$ cat config.mk
export PLATFORM = sky130hd
export DESIGN_NAME = mul_unit
export DESIGN_NICKNAME = d
export VERILOG_FILES = /design/src/common/exec_pkg.sv /design/src/source/latency_timer.sv /design/src/source/mul_unit.sv
export SDC_FILE = /design/constraint.sdc
export NUM_CORES = 1
export LEC_CHECK = 0
export ABC_AREA = 1
export ABC_CLOCK_PERIOD_IN_PS = 10800
export BUFFER_PORTS_ARGS = -buffer_cell sky130_fd_sc_hd__buf_2
export CAP_MARGIN = 20
export CORE_MARGIN = 1
export CORE_UTILIZATION = 60
export CTS_CLUSTER_SIZE = 25
export DETAILED_ROUTE_END_ITERATION = 8
export PLACE_DENSITY_LB_ADDON = 0.15
export REMOVE_ABC_BUFFERS = 1
export SYNTH_ARGS = -nofsm -noshare
export SYNTH_HDL_FRONTEND = slang
export SYNTH_SLANG_ARGS = --single-unit
$ cat constraint.sdc
create_clock -name clk_i -period 10.8 [get_ports clk_i]
set_input_delay 2.16 -clock clk_i [delete_from_list [all_inputs] [get_ports clk_i]]
set_output_delay 2.16 -clock clk_i [all_outputs]
set_load 0.02 [all_outputs]
$ cat src/common/exec_pkg.sv
// ---------------------------------------------------------------------
// execution package: widths, multiply latency, APB address map,
// instruction field positions and the opcode and controller enums
// ---------------------------------------------------------------------
package exec_pkg;

  // register file
  localparam int data_width_lp   = 32;
  localparam int reg_count_lp    = 32;
  localparam int reg_id_width_lp = 5;

  // cycles from multiply issue to writeback
  localparam int mul_latency_lp  = 4;
  localparam int timer_width_lp  = $clog2(mul_latency_lp);
  localparam logic [timer_width_lp-1:0] timer_load_lp = timer_width_lp'(mul_latency_lp - 1);

  // APB map, one issue word and a read window of one word per register
  localparam int addr_width_lp = 12;
  localparam logic [addr_width_lp-1:0] issue_addr_lp    = 12'h000;
  localparam logic [addr_width_lp-1:0] reg_base_addr_lp = 12'h100;

  // instruction word fields
  localparam int opcode_msb_lp = 31;
  localparam int opcode_lsb_lp = 28;
  localparam int rd_msb_lp     = 27;
  localparam int rd_lsb_lp     = 23;
  localparam int rs1_msb_lp    = 22;
  localparam int rs1_lsb_lp    = 18;
  localparam int rs2_msb_lp    = 17;
  localparam int rs2_lsb_lp    = 13;
  localparam int imm_msb_lp    = 12;
  localparam int imm_lsb_lp    = 0;

  typedef enum logic [3:0] {
    op_nop = 4'h0,
    op_li  = 4'h1,
    op_add = 4'h2,
    op_mul = 4'h3
  } opcode_e;

  typedef enum logic [1:0] {
    st_idle,
    st_check,
    st_issue,
    st_resp
  } ctrl_state_e;

endpackage

$ cat src/source/latency_timer.sv
// ---------------------------------------------------------------------
// latency timer: counts down the multiply latency and pulses done
// ---------------------------------------------------------------------
`timescale 1ns/100ps

module latency_timer (
    input        clk_i
  , input        reset_i
  , input        start_i
  , output logic busy_o
  , output logic done_o
);

  logic [exec_pkg::timer_width_lp-1:0] count_r;

  always_ff @(posedge clk_i) begin
    if (reset_i) begin
      count_r <= '0;
    end else if (start_i) begin
      count_r <= exec_pkg::timer_load_lp;
    end else if (count_r != '0) begin
      count_r <= count_r - 1'b1;
    end
  end

  assign busy_o = (count_r != '0);
  // last count, latency minus one cycles after start
  assign done_o = (count_r == exec_pkg::timer_width_lp'(1));

  a_no_restart: assert property (
    @(posedge clk_i) disable iff (reset_i) start_i |-> !busy_o
  ) else $error("latency_timer: start while busy");

endmodule

$ cat src/source/mul_unit.sv
// ---------------------------------------------------------------------
// multiply unit: holds product and destination tag for the fixed
// latency, then presents a one-cycle writeback
// ---------------------------------------------------------------------
`timescale 1ns/100ps

module mul_unit (
    input                                        clk_i
  , input                                        reset_i
  , input                                        start_i
  , input        [exec_pkg::data_width_lp-1:0]   op_a_i
  , input        [exec_pkg::data_width_lp-1:0]   op_b_i
  , input        [exec_pkg::reg_id_width_lp-1:0] dest_id_i

  , output logic                                 busy_o
  , output logic                                 wb_valid_o
  , output logic [exec_pkg::reg_id_width_lp-1:0] wb_id_o
  , output logic [exec_pkg::data_width_lp-1:0]   wb_data_o
);

  logic                                 timer_busy;
  logic                                 timer_done;
  logic                                 wb_valid_r;
  logic [exec_pkg::reg_id_width_lp-1:0] wb_id_r;
  logic [exec_pkg::data_width_lp-1:0]   product_r;

  latency_timer timer (
      .clk_i   (clk_i)
    , .reset_i (reset_i)
    , .start_i (start_i)
    , .busy_o  (timer_busy)
    , .done_o  (timer_done)
  );

  // low half of the product only
  always_ff @(posedge clk_i) begin
    if (start_i) begin
      product_r <= op_a_i * op_b_i;
      wb_id_r   <= dest_id_i;
    end
  end

  always_ff @(posedge clk_i) begin
    if (reset_i) begin
      wb_valid_r <= 1'b0;
    end else begin
      wb_valid_r <= timer_done;
    end
  end

  assign busy_o     = start_i | timer_busy | wb_valid_r;
  assign wb_valid_o = wb_valid_r;
  assign wb_id_o    = wb_id_r;
  assign wb_data_o  = product_r;

  a_wb_latency: assert property (
    @(posedge clk_i) disable iff (reset_i)
    start_i |-> ##(exec_pkg::mul_latency_lp) (wb_valid_o && $past(wb_valid_o) == 1'b0)
  ) else $error("mul_unit: writeback missed its latency");

endmodule

---- Yosys cells after proc, flatten, opt, wreduce, memory -nomap -nowiden ----
Cells that the tools add are included.
word-level totals
  bits of input ports ..................... 72
  logic and storage cells ................. 13
  register bits after elaboration ......... 40
  output and inout port bits .............. 39
cells by class
  equality and inequality tests ........... 1
  add/sub/neg operators ................... 1
  reduce and logical (&&, ||, !) cells .... 2
  bitwise logic cells ..................... 2
  multipliers ............................. 1
  multiplexer cells ....................... 2
operator list
  kind                 count
  $mul 32x32->32       1
  $mux 2               2
  $reduce_bool 2->1    2
  $eq 2x1->1 const B   1
  $or 1x1->1           2
  $sub 2x1->2 const B  1

---- Logic depth before layout (Yosys ltp) ----
  word-level depth ........................ 3
  mapped depth ............................ 31
  mapped depth without buffers ............ 29

---- Cells and area by module ----
Synthesis repeated with hierarchy kept, for this count alone.
unflattened totals
  cells, all modules ...................... 2382
  area, all modules ....................... 18257.5 sq um
by module, submodules not included
  module         seq. area each (sq um)  instances  area each (sq um)  cells an instance
  mul_unit       1131.1                  1          18128.6            2362
  latency_timer  40.0                    1          128.9              20

---- Worst setup path before layout ----
OpenSTA, ideal clock, no wires.
  kind .................................... input to register
  from .................................... in op_b_i[2] in the netlist's numbering
  to ...................................... reg product_r, in the netlist wb_data_o[29], data pin
  library setup time ...................... 262 ps
  data arrival time ....................... 8119 ps
  cell stages on the path ................. 25
  slack ................................... 2419 ps
  required time ........................... 10538 ps
  path buffers ............................ 2
  cell sequence ........................... clkbuf_1 clkbuf_1 nand2_1 fa_1 fa_1 fa_1 fa_1 inv_1 fa_1 inv_1 fa_1 fa_1 fa_1 inv_1 ha_1 nand2_1 nor2_1 inv_1 nor3_1 nand3_1 nand3_1 nand3_1 nand2_1 a21oi_1 xor2_1
on the way
  cells in the longest elaborated chain, start to end .. 1
RTL lines
  element               RTL line        source
  start, declared       mul_unit.sv:12  , input [exec_pkg::data_width_lp-1:0] op_b_i
  $mul 32x32->32        mul_unit.sv:38  product_r <= op_a_i * op_b_i;
  end signal, assigned  mul_unit.sv:38
  end, declared         mul_unit.sv:25  logic [exec_pkg::data_width_lp-1:0] product_r;
No other way between the ends.
A chain may end at the register's enable or synchronous reset.

---- Worst setup path in the final report ----
  from .................................... in op_b_i[2] in the netlist's numbering
  to ...................................... reg product_r, in the netlist wb_data_o[26], data pin
The elaborated chain is that of the path after synthesis.

==> results.py <==
metrics = {
    "critical_path": {
        "rr_worst_depth": 5,
        "critPathCaptureType": "flip-flop",
        "worstSetupStartpointType": "input pin",
        "r2r_start": "timer.count_r[0]",
        "worstSetupStartpoint": "op_b_i[2]",
        "crit_path_max_fanout": 30,
        "required_ns": 10.84,
        "critPathCapture": "wb_data_o[26]",
        "worstPathArrival_ns": 8.92,
        "path_class": "input pin to flip-flop",
        "reg2reg_to": "timer.count_r[1]",
        "r2r_setup_slack_ns": 9.48,
    },
    "yosys": {
        "yosysUniqueCellTypes": 42,
        "synth_top_family_by_area": "adder cells",
        "ys_seq_area_frac": 0.0657,
        "syn_avg_cell_area_um2": 7.85,
        "synth_seq_cells": 40,
        "yosysMostFrequentCell": "inv_1",
        "synth_mux_area_frac": 0,
        "synth_compound_area_frac": 0.0218,
        "synth_top_area_share": 0.458,
        "ys_async_sr_fraction": 0,
        "synth_fa_ha_area_frac": 0.546,
        "synth_top_area_cell": "fa_1",
        "synth_edf_count": 37,
        "synth_area_um2": 17800,
        "netlist_top_cells_area": "fa_1 (46%), inv_1 (15%), nand2_1 (14%), ha_1 (8.8%), edfxtp_1 (6.2%)",
        "synthXorXnorAreaFrac": 0.0215,
        "synthFlopType": "edfxtp_1",
        "synth_simple_gate_area_frac": 0.168,
        "yosysWarnings": 0,
        "synth_commonest_cells": "inv_1 (718), nand2_1 (677), fa_1 (408)",
        "netlist_instances": 2270,
    },
    "hold_path": {
        "hold_class": "flip-flop to flip-flop",
        "holdPathStages": 2,
    },
    "layout": {
        "area_delta_synth_final_pct": 4.20,
        "diodes": 0,
        "fillerInstances": 2539,
        "seq_area_um2": 1170,
        "final_area_um2": 18600,
        "drive_above_1_share": 0.0552,
        "fin_nets": 2886,
        "multi_input_area_um2": 13500,
    },
    "floorplan": {
        "die_w_um": 174,
        "initial_core_util": 0.616,
        "row_count": 62,
        "dieArea_um2": 30400,
        "die_h_um": 174,
        "fp.coreArea_um2": 28900,
        "io_pins": 111,
    },
    "cts": {
        "cts_tree": "done",
        "cts_buffers": 5,
        "cts-root-buf": "clkbuf_16",
        "path_clk_slew_ns": 0.06,
        "clockBufferDepth": 2,
        "cts_setup_buffers": 0,
        "holdBufCountCts": 0,
        "clock_latency_ns": 0.29,
        "clock-sinks": 40,
        "cts_resized": 0,
        "cts_max_level": 2,
    },
    "sta": {
        "finClkSkew_ns": 0.00210,
        "worst_pin_slew_ns": 0.919,
        "setup_viol_count_final": 0,
        "post-route-min-period_ns": 8.88,
        "rsz0062_at_grt": "no",
        "fin_crit_sh": 0.822,
        "setup-tns-final_ns": 0,
        "hold_violations": 0,
        "maxSlewViolCount": 0,
        "clock.fmax_mhz": 113,
        "relSlewSlack": 0.387,
    },
    "grt": {
        "antenna_found_initial": 0,
        "grt_pass1_vias": 14500,
        "grt_max_degree": 40,
        "grt_overflow": 0,
        "grtUsageTotal": 0.316,
        "grt_pass1_wl_um": 74300,
    },
    "route": {
        "routed_wl_um": 45200,
        "viasPerCell": 5.21,
        "drt-wirelength-per-cell_um": 16.9,
        "drtIter0Drc": 1116,
        "first_pass_iters": 8,
        "ant_nets": 0,
        "drc": 0,
        "num_vias": 13900,
    },
    "placed_design": {
        "placed_cell_area_um2": 18400,
        "io_buffer_count": 110,
        "place.gp.congestion": 0.930,
        "hpwl_um": 36400,
    },
    "flow_run": {
        "maxCapViolations": 0,
    },
    "run_status": {
        "outcome": "finished, final reports clean",
    },
}
-- per-stage QoR --
stage	std cells	hold slack, ns	utilization	setup WS [ns]
detailed placement	2658	0.485	0.636	1.71
global placement	2658	0.479	0.636	1.70
global route	2666	0.553	0.642	1.65
CTS	2666	0.495	0.642	1.99
finish	2666	0.504	0.642	1.92
floorplan	2164	0.461	-	2.98
-- per-layer routing --
layer  up-vias  GRT usage  wire length (µm)
li1       6335          -                 -
met1      6893      0.435             18300
met2       582      0.531             21900
met3        74     0.0437              3810
met4         0     0.0764              1160
met5         -          0                 0
-- worst min-delay path by stage --
| stage | start | end |
|---|---|---|
| 2_1_floorplan | timer.count_r[0] | timer.count_r[0] |
| 3_3_place_gp | timer.count_r[0] | timer.count_r[0] |
| 3_5_place_dp | timer.count_r[0] | timer.count_r[0] |
| 4_1_cts | timer.count_r[0] | timer.count_r[0] |
| 5_1_grt | timer.count_r[0] | timer.count_r[0] |
| 6_report | timer.count_r[0] | timer.count_r[0] |
-- cell type report --
class / count / area share
Inverter: 718 / 0.145
Clock inverter: 3 / 0.00249
Clock buffer: 5 / 0.00674
Sequential cell: 40 / 0.0630
Multi-Input combinational cell: 1406 / 0.727
Timing Repair Buffer: 110 / 0.0296
Tap cell: 384 / 0.0259
-- state kept, by name, summed over array words and instances, names as in the netlist --
name,count
timer.count_r,2
wb_data_o,32
wb_valid_o,1
wb_id_o,5
-- worst max-delay path, stage by stage --
cell     delay (ns)
buf_2          0.56
nand2_1        0.18
fa_1           0.59
fa_1           0.44
fa_1           0.48
fa_1           0.55
inv_1          0.05
fa_1           0.49
inv_1          0.05
fa_1           0.55
fa_1           0.43
fa_1           0.49
inv_1          0.04
ha_1           0.33
nand2_1        0.18
inv_1          0.11
nand2_1        0.05
nor3_1         0.40
nand4_1        0.17
nand3_1        0.27
a31oi_1        0.16
xnor2_1        0.16
-- cell families after synthesis --
family                   count (synthesis)
buffers and inverters                  824
flip-flops                              40
AO/OA/AOI/OAI                           65
AND/OR/NAND/NOR                        765
XOR/XNOR                                43
adder cells (fa/ha/maj)                533
-- layout by cell type, fill, tap and decap left out, types with 2 or more instances in the layout --
cell	netlist	routed
inv_1	718	718
nand2_1	677	677
fa_1	408	408
ha_1	125	125
buf_2	20	110
nand3_1	47	47
edfxtp_1	37	37
a21oi_1	28	28
xor2_1	28	28
nor2_1	19	19
o21ai_0	15	15
xnor2_1	14	14
nand3b_1	7	7
nand4_1	6	6
clkbuf_16	0	5
a31oi_1	4	4
nor3_1	4	4
a21o_1	3	3
dfxtp_1	3	3
o21ai_1	2	2
o21bai_1	2	2
Power is not shown: default switching activity piles up to over one toggle a cycle in this logic, so the estimate is an artifact.
