==> src/common/exec_pkg.sv <==
// ---------------------------------------------------------------------
// execution package: widths, multiply latency, APB address map,
// instruction field positions and the opcode and controller enums
// ---------------------------------------------------------------------
package exec_pkg;

  // register file
  localparam int data_width_lp   = 32;
  localparam int reg_count_lp    = 32;
  localparam int reg_id_width_lp = 5;

  // cycles from multiply issue to writeback
  localparam int mul_latency_lp  = 4;
  localparam int timer_width_lp  = $clog2(mul_latency_lp);
  localparam logic [timer_width_lp-1:0] timer_load_lp = timer_width_lp'(mul_latency_lp - 1);

  // APB map, one issue word and a read window of one word per register
  localparam int addr_width_lp = 12;
  localparam logic [addr_width_lp-1:0] issue_addr_lp    = 12'h000;
  localparam logic [addr_width_lp-1:0] reg_base_addr_lp = 12'h100;

  // instruction word fields
  localparam int opcode_msb_lp = 31;
  localparam int opcode_lsb_lp = 28;
  localparam int rd_msb_lp     = 27;
  localparam int rd_lsb_lp     = 23;
  localparam int rs1_msb_lp    = 22;
  localparam int rs1_lsb_lp    = 18;
  localparam int rs2_msb_lp    = 17;
  localparam int rs2_lsb_lp    = 13;
  localparam int imm_msb_lp    = 12;
  localparam int imm_lsb_lp    = 0;

  typedef enum logic [3:0] {
    op_nop = 4'h0,
    op_li  = 4'h1,
    op_add = 4'h2,
    op_mul = 4'h3
  } opcode_e;

  typedef enum logic [1:0] {
    st_idle,
    st_check,
    st_issue,
    st_resp
  } ctrl_state_e;

endpackage

==> src/scoreboard/scoreboard.sv <==
// ---------------------------------------------------------------------
// scoreboard: one pending-write bit per register, flags hazards on
// sources and destination with a bypass for a same-cycle clear
// ---------------------------------------------------------------------
`timescale 1ns/100ps

module scoreboard (
    input                                  clk_i
  , input                                  reset_i

  , input  [exec_pkg::reg_id_width_lp-1:0] src1_id_i
  , input  [exec_pkg::reg_id_width_lp-1:0] src2_id_i
  , input  [exec_pkg::reg_id_width_lp-1:0] dest_id_i

  , input                                  op_reads_rf1_i
  , input                                  op_reads_rf2_i
  , input                                  op_writes_rf_i

  , input                                  score_i
  , input                                  clear_i
  , input  [exec_pkg::reg_id_width_lp-1:0] clear_id_i

  , output logic                           dependency_o
);

  logic [exec_pkg::reg_count_lp-1:0] pending_r;
  logic [exec_pkg::reg_count_lp-1:0] pending_n;
  logic [exec_pkg::reg_count_lp-1:0] score_en;
  logic [exec_pkg::reg_count_lp-1:0] clear_en;
  logic                              src1_dep;
  logic                              src2_dep;
  logic                              dest_dep;

  // one-hot targets of score and clear
  always_comb begin
    score_en = '0;
    clear_en = '0;
    score_en[dest_id_i]  = score_i;
    clear_en[clear_id_i] = clear_i;
  end

  // score wins over clear, x0 can never be pending
  always_comb begin
    pending_n    = (pending_r & ~clear_en) | score_en;
    pending_n[0] = 1'b0;
  end

  // a register cleared this cycle is already in the register file
  assign src1_dep = op_reads_rf1_i & pending_r[src1_id_i] & ~clear_en[src1_id_i];
  assign src2_dep = op_reads_rf2_i & pending_r[src2_id_i] & ~clear_en[src2_id_i];
  assign dest_dep = op_writes_rf_i & pending_r[dest_id_i] & ~clear_en[dest_id_i];

  assign dependency_o = src1_dep | src2_dep | dest_dep;

  always_ff @(posedge clk_i) begin
    if (reset_i) begin
      pending_r <= '0;
    end else begin
      pending_r <= pending_n;
    end
  end

  // the controller holds a new multiply until the previous writeback is gone
  a_score_clear_apart: assert property (
    @(posedge clk_i) disable iff (reset_i) (score_en & clear_en) == '0
  ) else $error("scoreboard: score and clear hit the same register");

endmodule

==> config.mk <==
export PLATFORM = sky130hd
export DESIGN_NAME = scoreboard
export DESIGN_NICKNAME = d
export VERILOG_FILES = /design/src/common/exec_pkg.sv /design/src/scoreboard/scoreboard.sv
export SDC_FILE = /design/constraint.sdc
export NUM_CORES = 1
export LEC_CHECK = 0
export BUFFER_PORTS_ARGS = -buffer_cell sky130_fd_sc_hd__buf_2
export CAP_MARGIN = 20
export CORE_MARGIN = 4
export CORE_UTILIZATION = 55
export DETAILED_ROUTE_END_ITERATION = 7
export PLACE_DENSITY = 0.81
export SYNTH_ARGS = -nofsm -noshare
export SYNTH_HDL_FRONTEND = slang
export SYNTH_SLANG_ARGS = --single-unit
==> constraint.sdc <==
create_clock -name clk_i -period 2.05 [get_ports clk_i]
set_clock_uncertainty 0.05 [all_clocks]
set_input_delay 0.205 -clock clk_i [delete_from_list [all_inputs] [get_ports clk_i]]
set_output_delay 0.205 -clock clk_i [all_outputs]
set_load 0.02 [all_outputs]
Word level (Yosys, flattened, before mapping)
Cells that the tools add are included.
{"block": "totals", "elab_cells": 42, "regBits": 32, "in_bits": 27}
{"block": "classes", "n_reduce_logical": 2, "mux": 16, "n_lt_le_gt_ge": 6, "bitwise": 16}
{"op": "$and A32 B32 Y32", "n": 3}
{"op": "$not A32 Y32", "n": 1}
{"op": "$or A32 B32 Y32", "n": 1}
{"op": "$bmux W1 S5", "n": 6}
{"op": "$lt A5 B6 Y1 const B", "n": 4}
{"op": "$demux W1 S5", "n": 2}
{"op": "$ge A5 B1 Y1 const B", "n": 2}
{"op": "$mux W1", "n": 8}
{"op": "$and A1 B1 Y1", "n": 6}
{"op": "$not A1 Y1", "n": 3}
{"op": "$logic_and A1 B1 Y1", "n": 2}
{"op": "$or A1 B1 Y1", "n": 2}

Logic depth before layout (Yosys ltp)
{"block": "depth", "word_depth": 11, "mapped_depth": 8}

Worst setup path after synthesis
Ideal clock, no wire load.
{"block": "synth_timing", "path_kind": "input to output", "start": "in dest_id_i[0] in the netlist's numbering", "end": "out dependency_o", "path_stages": 8, "arrival_time_ns": 1.787, "required_ns": 1.795, "path_buffers": 2, "slack_ns": 0.008, "cell_sequence": "buf_2 -> buf_2 -> mux2i_1 -> nor3_1 -> a41o_1 -> a221oi_2 -> a31oi_1 -> a311o_1"}
{"block": "synth_via", "elab_chain_cells": 5, "word_cells_on_any_way": 8, "classes_between": "mux (4); bitwise (4)"}
{"element": "from (decl)", "line": "scoreboard.sv:13", "text": ", input [exec_pkg::reg_id_width_lp-1:0] dest_id_i"}
{"element": "$bmux W1 S5", "line": "scoreboard.sv:51", "text": "assign dest_dep = op_writes_rf_i & pending_r[dest_id_i] & ~clear_en[dest_id_i];"}
{"element": "$mux W1 (not written as such)", "line": "scoreboard.sv:51"}
{"element": "$and A1 B1 Y1 or $not A1 Y1 (tied branches)", "line": "scoreboard.sv:51"}
{"element": "$and A1 B1 Y1 *", "line": "scoreboard.sv:51"}
{"element": "$or A1 B1 Y1 *", "line": "scoreboard.sv:53", "text": "assign dependency_o = src1_dep | src2_dep | dest_dep;"}
{"element": "to (decl)", "line": "scoreboard.sv:23", "text": ", output logic dependency_o"}
Every way passes the cells marked *; elsewhere a longest branch is shown, timed or not. The select of a mux whose other input is x is not followed.

Final worst setup path
{"block": "layout_timing", "start": "reg pending_r[31] in the netlist's numbering", "end": "out dependency_o"}
{"block": "layout_via", "elab_chain_cells": 6, "word_cells_on_any_way": 14, "classes_between": "mux (6); bitwise (8)"}
{"element": "from (decl)", "line": "scoreboard.sv:26", "text": "logic [exec_pkg::reg_count_lp-1:0] pending_r;"}
{"element": "from (signal assigned)", "line": "scoreboard.sv:59", "text": "pending_r <= pending_n;"}
{"element": "$bmux W1 S5, on equally long branches", "line": "scoreboard.sv:49, scoreboard.sv:50"}
{"element": "$mux W1, on equally long branches", "line": "scoreboard.sv:49, scoreboard.sv:50"}
{"element": "$and A1 B1 Y1, on equally long branches (2 in a row)", "line": "scoreboard.sv:49, scoreboard.sv:50"}
{"element": "$or A1 B1 Y1", "line": "scoreboard.sv:53"}
{"element": "$or A1 B1 Y1 *", "line": "scoreboard.sv:53"}
Marks and branches as above.

==> out/results.ini <==
[status]
status = complete, but fails checks
violated_checks = negative setup slack

[place]
gpl.final_weighted_congestion = 1.020
buffer_ports.inserted = 27
pre_cts_slack_ns = -0.1681
dpl_cell_area_mm2 = 0.002955
detailed_place_hpwl_mm = 6.424

[routing]
drt_iter0_drc = 367
drt_drc_violations_left = 0
wirelength_mm = 8.731
number_of_nets_with_antenna_violations_after_routing = 0
routedWlPerCell_um = 20.94
drtPass1Iterations = 6
route.detailed.vias_per_inst = 6.866
via_count = 2863

[synthesis]
synth_async_sr_flop_share_pct = 0
ys_warnings = 0
post-synth-top-count-cell = sky130_fd_sc_hd__nand2_1
synth-edff-count = 0
netlist-cell-type-count = 52
synth.ff_latch_count = 31
yosys-top-cells-area = sky130_fd_sc_hd__dfxtp_1 (25%), sky130_fd_sc_hd__mux4_2 (12%), sky130_fd_sc_hd__nand2_1 (6.2%)
netlist.top_cell.by_area = sky130_fd_sc_hd__dfxtp_1
synth.net_count = 325
seq_area_frac_synth_pct = 25.18
ys_top_cells_by_count = sky130_fd_sc_hd__nand2_1 (41), sky130_fd_sc_hd__dfxtp_1 (31), sky130_fd_sc_hd__o21ai_0 (29), sky130_fd_sc_hd__a21oi_1 (27), sky130_fd_sc_hd__nor2_1 (18)
synthesis.area_per_instance_um2 = 8.271
ys_dominant_reg_cell = sky130_fd_sc_hd__dfxtp_1
syn-cell-area_mm2 = 0.002465
post_synth_inst_count = 298
synth_top_cell_area_share_pct = 25.18

[floorplanning]
die_height_um = 74.95
die_area_mm2 = 0.005617
num_io_pins = 28
core.rowCount = 24
core_area_mm2 = 0.004354
initial_core_util_pct = 56.61
die_width_um = 74.95

[pwr]
irDropWorstVdd_mv = 0.4102
leakage_nw = 1.215
power_per_cell_area_mw_per_mm2 = 509.2

[global_route]
initial_antenna_violation_count = 0
grt-ovfl-total = 0
maximum_number_of_pins_on_one_net_before_global_route_repair = 32
track_usage_pct = 33.39
first_pass_grt_wire_length_mm = 13.74
first_global_vias = 2735

[final_layout]
diodes = 0
reg.largest.list = pending_r (31)
post-route-cell-area_mm2 = 0.003124
drive_above_1_share_pct = 33.42
regMostFlops = pending_r
syn_to_final_growth_pct = 26.75
fillers = 323
num-nets-final = 391
largest_reg_flops = 31

[setup_path]
crit_slowest_cell = sky130_fd_sc_hd__mux4_2
startpoint_type = flip-flop
path_buf_inv = 2
crit_chain = buf_6, mux4_2, o21ai_2, mux4_2, a22oi_2, a311o_1, buf_6
worst_setup_path_end_kind = primary output
setup.worst_path.class = reg -> out
worst-endpoint-arrival_ns = 2.11
critPathMaxFanout = 2
worst_ep_required_time_ns = 1.79
critical_path.top_delay_family = multiplexers
cpPeakStageDelay_ns = 0.51

[timing]
timing.final.hold_violations = 0
fmaxAchievable_mhz = 423.3
post-route-min-period_ns = 2.363
setup_ws_ns = -0.3127
timing.max_slew.rel_slack_pct = 62.54
unrepaired_setup_endpoints_after_global_routing = yes
worstMarginPinSlew_ns = 0.5619
fin_crit_sh_pct = 115.3
setup-violations-final = 1
slew_viol_final = 0

[clock_network]
clock_sink_count = 31
ctsLongestPathBuffers = 2
clock_transition_at_path_regs_ns = 0.07
clk_root_buffer_cell = sky130_fd_sc_hd__clkbuf_8
cts_buffers = 5
cts_tree = built
hold_buf_cts = 0
cts_htree_levels = 2
insertion_delay_ns = 0.29

[min_path]
hold_path.class = in -> reg

[run]
timing.max_cap.violations = 0

per-stage QoR:
step | power [mW] | setup TNS (ns) | hold WS [ns] | cells | utilization (%)
2_1_floorplan | 0.8183 | 0 | 0.2241 | 298 | -
3_5_place_dp | 0.9554 | -0.1681 | 0.4519 | 408 | 67.87
4_1_cts | 1.582 | -0.2985 | 0.3352 | 417 | 71.55
3_3_place_gp | 0.9498 | -0.1459 | 0.4394 | 408 | 67.87
5_1_grt | 1.649 | -0.3759 | 0.3904 | 417 | 71.75
6_report | 1.591 | -0.3127 | 0.3383 | 417 | 71.75
layout by cell type (no fill, tap or decap), drive strengths merged, types with 3 or more instances in the layout:
cell and count:
o31ai 3, nand4 3, inv 8, nand2 41, and3 4, nand3 5
a21oi 27, mux4 13, mux2i 10, a22oi 9, nor2 18, xnor2 6
nand3b 5, buf 82, a221oi 3, o211ai 3, nand2b 4, mux2 8
xor2 4, a31oi 3, o21ai 30, nor2b 7, a41oi 4, clkbuf 6
dfxtp 31
worst register-to-register path, delay by kind of cell, from the launching register on:
family                 cells  cell delay [ns]
DFF                        1             0.33
buffers and inverters      2             0.23
AOI/OAI and AO/OA          2             0.18
cell type report:
type | count | area, um^2 | share of cell area (%)
inverters | 8 | 30.03 | 0.9612
multi-input cells | 236 | 1717 | 54.95
flip-flops and latches | 31 | 625.6 | 20.02
clock inverters | 2 | 35.03 | 1.121
well taps | 52 | 65.06 | 2.082
clock buffers | 6 | 82.58 | 2.643
repair buffers | 82 | 569.3 | 18.22
report_power, final:
part           internal (mW)  switching [mW]  leakage (nW)  total [mW]
clock                  0.393           0.235        0.0612       0.627
combinational          0.149           0.194         0.901       0.344
sequential             0.610         0.00961         0.252       0.620
total                   1.15           0.438          1.21        1.59
worst paths after layout:
check | from | end | slack (ns) | cells after the start
max | pending_r[31] | dependency_o | -0.31 | 7
min | reset_i | pending_r[13] | 0.34 | 2
max reg2reg | pending_r[31] | pending_r[31] | 1.11 | 4
min reg2reg | pending_r[18] | pending_r[18] | 0.47 | 2
cell families after synthesis:
logic type | share of synthesized area, %
AO/OA/AOI/OAI | 26.04
AND/OR/NAND/NOR | 19.75
multiplexers | 19.59
flip-flops | 25.18
buffers and inverters | 5.888
XOR/XNOR | 3.553
routing by layer:
layer  GRT usage (%)  up-vias  routed length (um)
li1                -     1251                   -
met1           41.15     1322                3168
met2           53.68      237                4075
met3           7.076       53                1031
met4           19.57        0                 456
met5               0        -                   0
repair_timing:
item,in CTS,in global routing
endpoints found under the hold margin,0,0
resized for setup,13,3
buffers inserted,1,0
setup endpoints to repair,1,1
pin swaps,3,2
(Power assumes the default switching activity.)
