File: config.mk
export PLATFORM = sky130hd
export DESIGN_NAME = issue_ctrl
export DESIGN_NICKNAME = d
export VERILOG_FILES = /design/src/common/exec_pkg.sv /design/src/source/issue_ctrl.sv
export SDC_FILE = /design/constraint.sdc
export NUM_CORES = 1
export LEC_CHECK = 0
export ABC_CLOCK_PERIOD_IN_PS = 2700
export BUFFER_PORTS_ARGS = -buffer_cell sky130_fd_sc_hd__buf_2
export CAP_MARGIN = 20
export CORE_UTILIZATION = 28
export DETAILED_ROUTE_END_ITERATION = 8
export PLACE_DENSITY = 0.55
export SLEW_MARGIN = 20
export SYNTH_ARGS = -nofsm -noshare
export SYNTH_HDL_FRONTEND = slang
export SYNTH_SLANG_ARGS = --single-unit
File: constraint.sdc
create_clock -name clk_i -period 2.7 [get_ports clk_i]
set_input_delay 0.27 -clock clk_i [delete_from_list [all_inputs] [get_ports clk_i]]
set_output_delay 0.27 -clock clk_i [all_outputs]
set_load 0.02 [all_outputs]
File: src/common/exec_pkg.sv
// ---------------------------------------------------------------------
// execution package: widths, multiply latency, APB address map,
// instruction field positions and the opcode and controller enums
// ---------------------------------------------------------------------
package exec_pkg;

  // register file
  localparam int data_width_lp   = 32;
  localparam int reg_count_lp    = 32;
  localparam int reg_id_width_lp = 5;

  // cycles from multiply issue to writeback
  localparam int mul_latency_lp  = 4;
  localparam int timer_width_lp  = $clog2(mul_latency_lp);
  localparam logic [timer_width_lp-1:0] timer_load_lp = timer_width_lp'(mul_latency_lp - 1);

  // APB map, one issue word and a read window of one word per register
  localparam int addr_width_lp = 12;
  localparam logic [addr_width_lp-1:0] issue_addr_lp    = 12'h000;
  localparam logic [addr_width_lp-1:0] reg_base_addr_lp = 12'h100;

  // instruction word fields
  localparam int opcode_msb_lp = 31;
  localparam int opcode_lsb_lp = 28;
  localparam int rd_msb_lp     = 27;
  localparam int rd_lsb_lp     = 23;
  localparam int rs1_msb_lp    = 22;
  localparam int rs1_lsb_lp    = 18;
  localparam int rs2_msb_lp    = 17;
  localparam int rs2_lsb_lp    = 13;
  localparam int imm_msb_lp    = 12;
  localparam int imm_lsb_lp    = 0;

  typedef enum logic [3:0] {
    op_nop = 4'h0,
    op_li  = 4'h1,
    op_add = 4'h2,
    op_mul = 4'h3
  } opcode_e;

  typedef enum logic [1:0] {
    st_idle,
    st_check,
    st_issue,
    st_resp
  } ctrl_state_e;

endpackage

File: src/source/issue_ctrl.sv
// ---------------------------------------------------------------------
// issue controller: APB slave that decodes operations, waits out
// scoreboard hazards, issues to ALU or multiplier and serves reads
// ---------------------------------------------------------------------
`timescale 1ns/100ps

module issue_ctrl (
    input                                        clk_i
  , input                                        reset_i

  , input                                        psel_i
  , input                                        penable_i
  , input                                        pwrite_i
  , input        [exec_pkg::addr_width_lp-1:0]   paddr_i
  , input        [exec_pkg::data_width_lp-1:0]   pwdata_i
  , output logic [exec_pkg::data_width_lp-1:0]   prdata_o
  , output logic                                 pready_o
  , output logic                                 pslverr_o

  , output logic [exec_pkg::reg_id_width_lp-1:0] src1_id_o
  , output logic [exec_pkg::reg_id_width_lp-1:0] src2_id_o
  , output logic [exec_pkg::reg_id_width_lp-1:0] dest_id_o
  , output logic                                 op_reads_rf1_o
  , output logic                                 op_reads_rf2_o
  , output logic                                 op_writes_rf_o
  , output logic                                 score_o
  , input                                        dependency_i

  , output logic [exec_pkg::reg_id_width_lp-1:0] rd_id_a_o
  , output logic [exec_pkg::reg_id_width_lp-1:0] rd_id_b_o
  , input        [exec_pkg::data_width_lp-1:0]   rd_data_a_i
  , input        [exec_pkg::data_width_lp-1:0]   rd_data_b_i

  , output logic                                 alu_we_o
  , output logic [exec_pkg::reg_id_width_lp-1:0] alu_id_o
  , output logic [exec_pkg::data_width_lp-1:0]   alu_data_o

  , output logic                                 mul_start_o
  , output logic [exec_pkg::data_width_lp-1:0]   mul_a_o
  , output logic [exec_pkg::data_width_lp-1:0]   mul_b_o
  , output logic [exec_pkg::reg_id_width_lp-1:0] mul_dest_o
  , input                                        mul_busy_i
);

  exec_pkg::ctrl_state_e state_r;
  exec_pkg::ctrl_state_e state_n;
  exec_pkg::opcode_e     opcode;

  logic [exec_pkg::addr_width_lp-1:0] addr_r;
  logic                               write_r;
  logic [exec_pkg::data_width_lp-1:0] word_r;
  logic [exec_pkg::data_width_lp-1:0] prdata_r;
  logic [exec_pkg::data_width_lp-1:0] imm_ext;
  logic [exec_pkg::reg_id_width_lp-1:0] read_id;
  logic legal_op;
  logic is_issue;
  logic is_read;
  logic is_li;
  logic is_add;
  logic is_mul;
  logic err;
  logic stall;

  // decode of the captured transfer
  always_comb begin
    opcode   = exec_pkg::opcode_e'(word_r[exec_pkg::opcode_msb_lp:exec_pkg::opcode_lsb_lp]);
    legal_op = 1'b0;
    case (opcode)
      exec_pkg::op_nop, exec_pkg::op_li, exec_pkg::op_add, exec_pkg::op_mul:
        legal_op = 1'b1;
      default:
        legal_op = 1'b0;
    endcase
    imm_ext = '0;
    imm_ext[exec_pkg::imm_msb_lp:exec_pkg::imm_lsb_lp] =
      word_r[exec_pkg::imm_msb_lp:exec_pkg::imm_lsb_lp];
  end

  assign is_issue = write_r && (addr_r == exec_pkg::issue_addr_lp);
  // read window is aligned to its own size, so the upper bits select it
  assign is_read  = !write_r && (addr_r[1:0] == 2'b00)
                 && (addr_r[exec_pkg::addr_width_lp-1:exec_pkg::reg_id_width_lp+2]
                     == exec_pkg::reg_base_addr_lp[exec_pkg::addr_width_lp-1:
                                                   exec_pkg::reg_id_width_lp+2]);
  assign read_id  = addr_r[exec_pkg::reg_id_width_lp+1:2];
  assign err      = is_issue ? !legal_op : !is_read;

  assign is_li  = is_issue && (opcode == exec_pkg::op_li);
  assign is_add = is_issue && (opcode == exec_pkg::op_add);
  assign is_mul = is_issue && (opcode == exec_pkg::op_mul);

  // a register read is checked as source 1
  assign src1_id_o      = is_read ? read_id : word_r[exec_pkg::rs1_msb_lp:exec_pkg::rs1_lsb_lp];
  assign src2_id_o      = word_r[exec_pkg::rs2_msb_lp:exec_pkg::rs2_lsb_lp];
  assign dest_id_o      = word_r[exec_pkg::rd_msb_lp:exec_pkg::rd_lsb_lp];
  assign op_reads_rf1_o = is_read || is_add || is_mul;
  assign op_reads_rf2_o = is_add || is_mul;
  assign op_writes_rf_o = is_li || is_add || is_mul;

  assign rd_id_a_o = src1_id_o;
  assign rd_id_b_o = src2_id_o;

  // erroneous transfers skip the hazard wait
  assign stall = !err && (dependency_i || (is_mul && mul_busy_i));

  always_comb begin
    state_n = state_r;
    case (state_r)
      exec_pkg::st_idle:  if (psel_i && penable_i) state_n = exec_pkg::st_check;
      exec_pkg::st_check: if (!stall) state_n = exec_pkg::st_issue;
      exec_pkg::st_issue: state_n = exec_pkg::st_resp;
      default:            state_n = exec_pkg::st_idle;
    endcase
  end

  always_ff @(posedge clk_i) begin
    if (reset_i) begin
      state_r <= exec_pkg::st_idle;
    end else begin
      state_r <= state_n;
    end
  end

  always_ff @(posedge clk_i) begin
    if (state_r == exec_pkg::st_idle && psel_i && penable_i) begin
      addr_r  <= paddr_i;
      write_r <= pwrite_i;
      word_r  <= pwdata_i;
    end
    if (state_r == exec_pkg::st_issue) begin
      prdata_r <= is_read ? rd_data_a_i : '0;
    end
  end

  assign alu_we_o   = (state_r == exec_pkg::st_issue) && (is_li || is_add);
  assign alu_id_o   = dest_id_o;
  assign alu_data_o = is_li ? imm_ext : rd_data_a_i + rd_data_b_i;

  assign mul_start_o = (state_r == exec_pkg::st_issue) && is_mul;
  assign score_o     = mul_start_o;
  assign mul_a_o     = rd_data_a_i;
  assign mul_b_o     = rd_data_b_i;
  assign mul_dest_o  = dest_id_o;

  assign pready_o  = (state_r == exec_pkg::st_resp);
  assign pslverr_o = pready_o && err;
  assign prdata_o  = prdata_r;

  // the host must hold a stalled access phase
  a_apb_hold: assert property (
    @(posedge clk_i) disable iff (reset_i)
    (psel_i && penable_i && !pready_o) |=>
      (psel_i && penable_i && $stable(paddr_i) && $stable(pwrite_i) && $stable(pwdata_i))
  ) else $error("issue_ctrl: APB transfer changed before pready");

  // a hazard passed in st_check must not reopen by the issue cycle
  a_issue_no_hazard: assert property (
    @(posedge clk_i) disable iff (reset_i)
    (state_r == exec_pkg::st_issue && !err) |-> !dependency_i
  ) else $error("issue_ctrl: operation issued with an open hazard");

endmodule

# Word level (Yosys, flattened, before mapping)
# Index checks and enable logic that the tools add are counted.
[word_totals]
ff_bits = 79
in_bits = 115
output_inout_bits = 171
wordCells = 52
[op_classes]
addsub = 1
eq_ne = 9
n_mux = 7
n_reduce_logical = 30
[ops]
columns = ["operator", "n"]
rows = [
  ["adder 32 bit", 1],
  ["two-way mux 32 bit", 1],
  ["logical AND 1 bit", 14],
  ["zero test 12 bit", 1],
  ["equality test 4 x 2 -> 1 bit (second input constant)", 2],
  ["logical OR 1 bit", 6],
  ["one-hot mux 2 bit (3 select lines)", 1],
  ["equality test 5 x 2 -> 1 bit (second input constant)", 1],
  ["two-way mux 5 bit", 1],
  ["equality test 2 bit (second input constant)", 2],
  ["equality test 4 x 1 -> 1 bit (second input constant)", 1],
  ["zero test 1 bit", 4],
  ["zero test 2 bit", 2],
  ["zero test 4 bit", 1],
  ["two-way mux 2 bit", 2],
  ["inequality test 2 bit (second input constant)", 2],
  ["OR reduction 4 bit", 1],
  ["equality test 2 x 1 -> 1 bit (second input constant)", 1],
  ["two-way mux 1 bit", 2],
  ["AND reduction 2 bit", 1],
]

# Longest topological paths before layout
[depth]
depth_word = 9
depth_mapped = 9
depth_no_buf = 9

# Worst setup path before layout
# OpenSTA, ideal clock, no wires.
[synth_path]
kind = "input to output"
from = "in rd_data_a_i[0] (netlist name)"
to = "out alu_data_o[26] (netlist name)"
arrival_time_ns = 2.373
required_time_ns = 2.430
setup_slack_ns = 0.057
path_stages = 9
n_path_buf = 0
path_cell_list = "ha_1 -> fa_1 -> a211oi_1 -> o21bai_1 -> o2bb2ai_2 -> nor3b_2 -> or3_1 -> xnor2_1 -> nor2_1"
[synth_via]
elab_chain_cells = 2
[synth_rtl]
columns = ["element", "line_no", "source"]
rows = [
  ["start: declaration", "issue_ctrl.sv:31", ", input [exec_pkg::data_width_lp-1:0] rd_data_a_i"],
  ["adder 32 bit", "issue_ctrl.sv:137", "assign alu_data_o = is_li ? imm_ext : rd_data_a_i + rd_data_b_i;"],
  ["two-way mux 32 bit", "issue_ctrl.sv:137", ""],
  ["end: declaration", "issue_ctrl.sv:36", ", output logic [exec_pkg::data_width_lp-1:0] alu_data_o"],
]
# Every way passes these cells.

# Final worst setup path
[layout_path]
from = "in rd_data_a_i[0] (netlist name)"
to = "out alu_data_o[30] (netlist name)"
# The elaborated chain is that of the path after synthesis.

==> out/qor.yml <==
yosys:
  synth_cells: 564
  ys_ff_latch: 79
  synth-main-ff-cell: "edfxtp_1"
  synth_nets: 716
  ys_seq_area_share_pct: 41.69
  avgSynthCellArea_um2: 10.01
  synth_area_um2: 5643
  synth-async-reset-ratio_pct: 0
  yosysUniqueCellTypes: 54
  ys_warn_count: 0
  synth_edf_count: 77
route:
  antenna_left: 0
  drt-total-wl_um: 16550
  wl_per_cell_um: 15.36
  drc: 0
  via_count: 4898
  dr.pass1.iters: 4
  via_per_inst: 4.548
  drt_iter0_markers: 229
critical_path:
  crit_chain: "buf_8, ha_4, fa_2, a211oi_2, buf_4, nor4_4, nor4b_2, buf_4, o2111ai_2, o21ai_1, xor2_1, nor2_1, buf_4"
  worst_ep_required_time_ns: 2.43
  criticalPathCategory: "input port to primary output"
  startpoint_type: "input port"
  worstPathArrival_ns: 2.37
  slowest_stage: "fa_2"
  critPathMaxFanout: 3
  worstSetupEndpointType: "primary output"
  slowest_delay_ns: 0.36
  crit_top_cell: "buf_4"
cts:
  clkSinkCount: 79
  root_buffer: "clkbuf_16"
  cts_max_path_buffers: 2
  cts_tree: "built"
  cts_buffers: 9
  htree_levels: 3
  clk_latency_ns: 0.35
  clk_pin_slew_ns: 0.07
  hold_buffers: 0
outcome:
  outcome: "completed"
grt:
  grt-ovfl-total: 0
  antenna_found_initial: 2
  grt_pass1_wl_um: 23750
  track_usage_pct: 15.35
  grt_max_degree: 46
  first_global_vias: 4382
sta:
  relSlewSlack_pct: 61.11
  grt_setup_unrepaired: "yes"
  hold_violations: 0
  period_share_pct: 97.76
  setup_viol: 0
  timing.hold.ws_ns: 0.09529
  skew_ns: 0.006683
  slew_viol_final: 0
  clock.fmax_mhz: 378.9
  tightest_slew_ns: 0.5834
  fin_crit_ns: 2.640
  finalWorstSetupSlack_ns: 0.06044
floorplan:
  die_w_um: 144.0
  initial_utilization_pct: 28.81
  die_area_um2: 20720
  io_pins: 286
  die_y_um: 144.0
  coreArea_um2: 19590
  fp-row-count: 51
power_and_ir_drop:
  power-per-cell-area_nw_per_um2: 613.6
  power.leakage_nw: 3.416
  vdd_drop_max_mv: 0.3291
cells_and_area:
  syn2layout_area_growth_pct: 35.72
  layout-drive-gt1-share_pct: 50.80
  nets: 958
  fillers: 2026
placement:
  hpwl_um: 12940
  place_ws_ns: -0.2605
  gp_congestion: 0.8235
  portBuffers: 285
worst_hold_path:
  hp-class: "input port to register"
run:
  max_cap_violations: 0
==> flip-flops by register name (all words and copies together) (netlist names) <==
signal	flops
prdata_o	32
word_r	32
addr_r	12
state_r	2
write_r	1
==> cell type report <==
type | instances | area (um^2) | area share (%)
Inverter | 8 | 30.03 | 0.3921
Sequential cell | 79 | 2352 | 30.71
Tap cell | 265 | 331.6 | 4.329
Multi-Input combinational cell | 360 | 2621 | 34.23
Timing Repair Buffer | 348 | 2034 | 26.56
Clock inverter | 7 | 61.31 | 0.8005
Clock buffer | 9 | 225.2 | 2.941
Antenna cell | 1 | 2.502 | 0.03267
==> worst max-delay path, delay by kind of cell <==
kind,cells,cell delay (ns)
adders and majority gates,2,0.51
AOI/OAI and AO/OA,3,0.45
and+or+nand+nor,3,0.37
xor gates and xnor gates,1,0.16
buffers and inverters,4,0.58
==> timing repair <==
action                                  CTS  global route
pin swaps                                 9            17
endpoints found under the setup margin   24            35
setup buffers                             3             7
resized for setup                        16            64
gates cloned                              0             2
==> power by group <==
part	internal [mW]	switching [mW]	leakage, nW	total [mW]
Sequential	1.59	0.0732	0.736	1.67
Clock	0.647	0.575	0.143	1.22
Combinational	0.691	1.12	2.54	1.81
Total	2.93	1.77	3.42	4.70
==> cells in the mapped netlist, types with 2 or more instances <==
master | count | area (um^2)
a31oi_1 | 2 | 12.51
o21bai_1 | 4 | 30.03
a22oi_1 | 3 | 22.52
buf_2 | 16 | 80.08
nor3b_1 | 2 | 15.01
a211o_1 | 3 | 26.28
ha_1 | 36 | 450.4
nor2_1 | 42 | 157.7
mux2_2 | 7 | 78.83
and3_1 | 7 | 43.79
edfxtp_1 | 77 | 2312
o21a_1 | 10 | 75.07
dfxtp_1 | 2 | 40.04
a21oi_1 | 33 | 165.2
nand2b_1 | 3 | 18.77
nand2_1 | 39 | 146.4
mux2i_1 | 2 | 20.02
xnor2_1 | 12 | 105.1
a211oi_1 | 7 | 52.55
clkbuf_1 | 5 | 18.77
xor2_1 | 17 | 148.9
a21o_1 | 3 | 22.52
nor3_1 | 5 | 25.02
and2_1 | 32 | 200.2
nand4_1 | 10 | 62.56
nor4_1 | 4 | 25.02
nand3_1 | 11 | 55.05
o21ai_1 | 3 | 15.01
o211ai_1 | 6 | 45.04
o21ai_2 | 3 | 26.28
inv_1 | 8 | 30.03
nor3b_2 | 2 | 25.02
o21ai_0 | 33 | 165.2
buf_4 | 95 | 713.2
==> metal layers <==
layer / part of all wire (%) / vias up / GRT usage (%)
met1: 45 / 2296 / 19.52
met3: 5.3 / 15 / 3.232
met2: 48 / 172 / 25.50
li1: - / 2415 / -
met4: 1.8 / 0 / 5.543
met5: 0 / - / 0
==> cell usage in the layout (no fill, tap or decap), types with 3 or more instances in the layout <==
cell type,n
o21a_1,9
a22oi_1,3
a211oi_1,6
o21bai_1,3
a21oi_1,32
and2_1,32
o21ai_0,23
mux2_2,6
nor2_1,33
nand2b_1,3
xnor2_1,12
inv_1,8
nor3_1,5
a211o_1,3
o211ai_1,6
nand4_1,10
xor2_1,17
ha_1,32
nor2_2,7
o21ai_1,11
nand2_1,38
buf_2,267
and3_1,6
a21o_1,3
clkbuf_16,10
inv_6,4
edfxtp_1,77
buf_6,14
o21ai_2,4
nand3_1,11
buf_4,64
==> through the flow <==
step | area, um^2 | TNS (ns) | std cells | power, mW | util (%)
2_1_floorplan | 5643 | 0 | 564 | 2.858 | -
3_3_place_gp | 6988 | -1.364 | 1048 | 3.387 | 35.67
3_5_place_dp | 6988 | -1.652 | 1048 | 3.396 | 35.67
4_1_cts | 7371 | 0 | 1067 | 4.677 | 37.63
5_1_grt | 7659 | -0.5883 | 1077 | 4.976 | 39.09
6_report | 7659 | 0 | 1077 | 4.699 | 39.09
==> path summary, 6_finish.rpt <==
path,startpoint,endpoint,slack (ns),depth (start not counted)
worst max-delay path,rd_data_a_i[0],alu_data_o[30],0.06,13
worst min-delay path,pwdata_i[19],word_r[19],0.1,1
worst max register to register,addr_r[4],state_r[1],0.77,8
worst min register to register,state_r[0],state_r[0],0.59,2
==> kinds of logic (layout without fill, tap and decap cells) <==
kind of cell / count (synthesis) / after routing / synth area share (%)
simple gates: 161 / 162 / 14.30
buf+inv: 126 / 372 / 15.21
compound gates: 123 / 123 / 14.21
flops: 79 / 79 / 41.69
fa+ha+maj: 37 / 37 / 8.337
xor+xnor: 29 / 29 / 4.501
mux: 9 / 9 / 1.752
other cells: 0 / 1 / 0
Power figures use the tool's default switching activity.
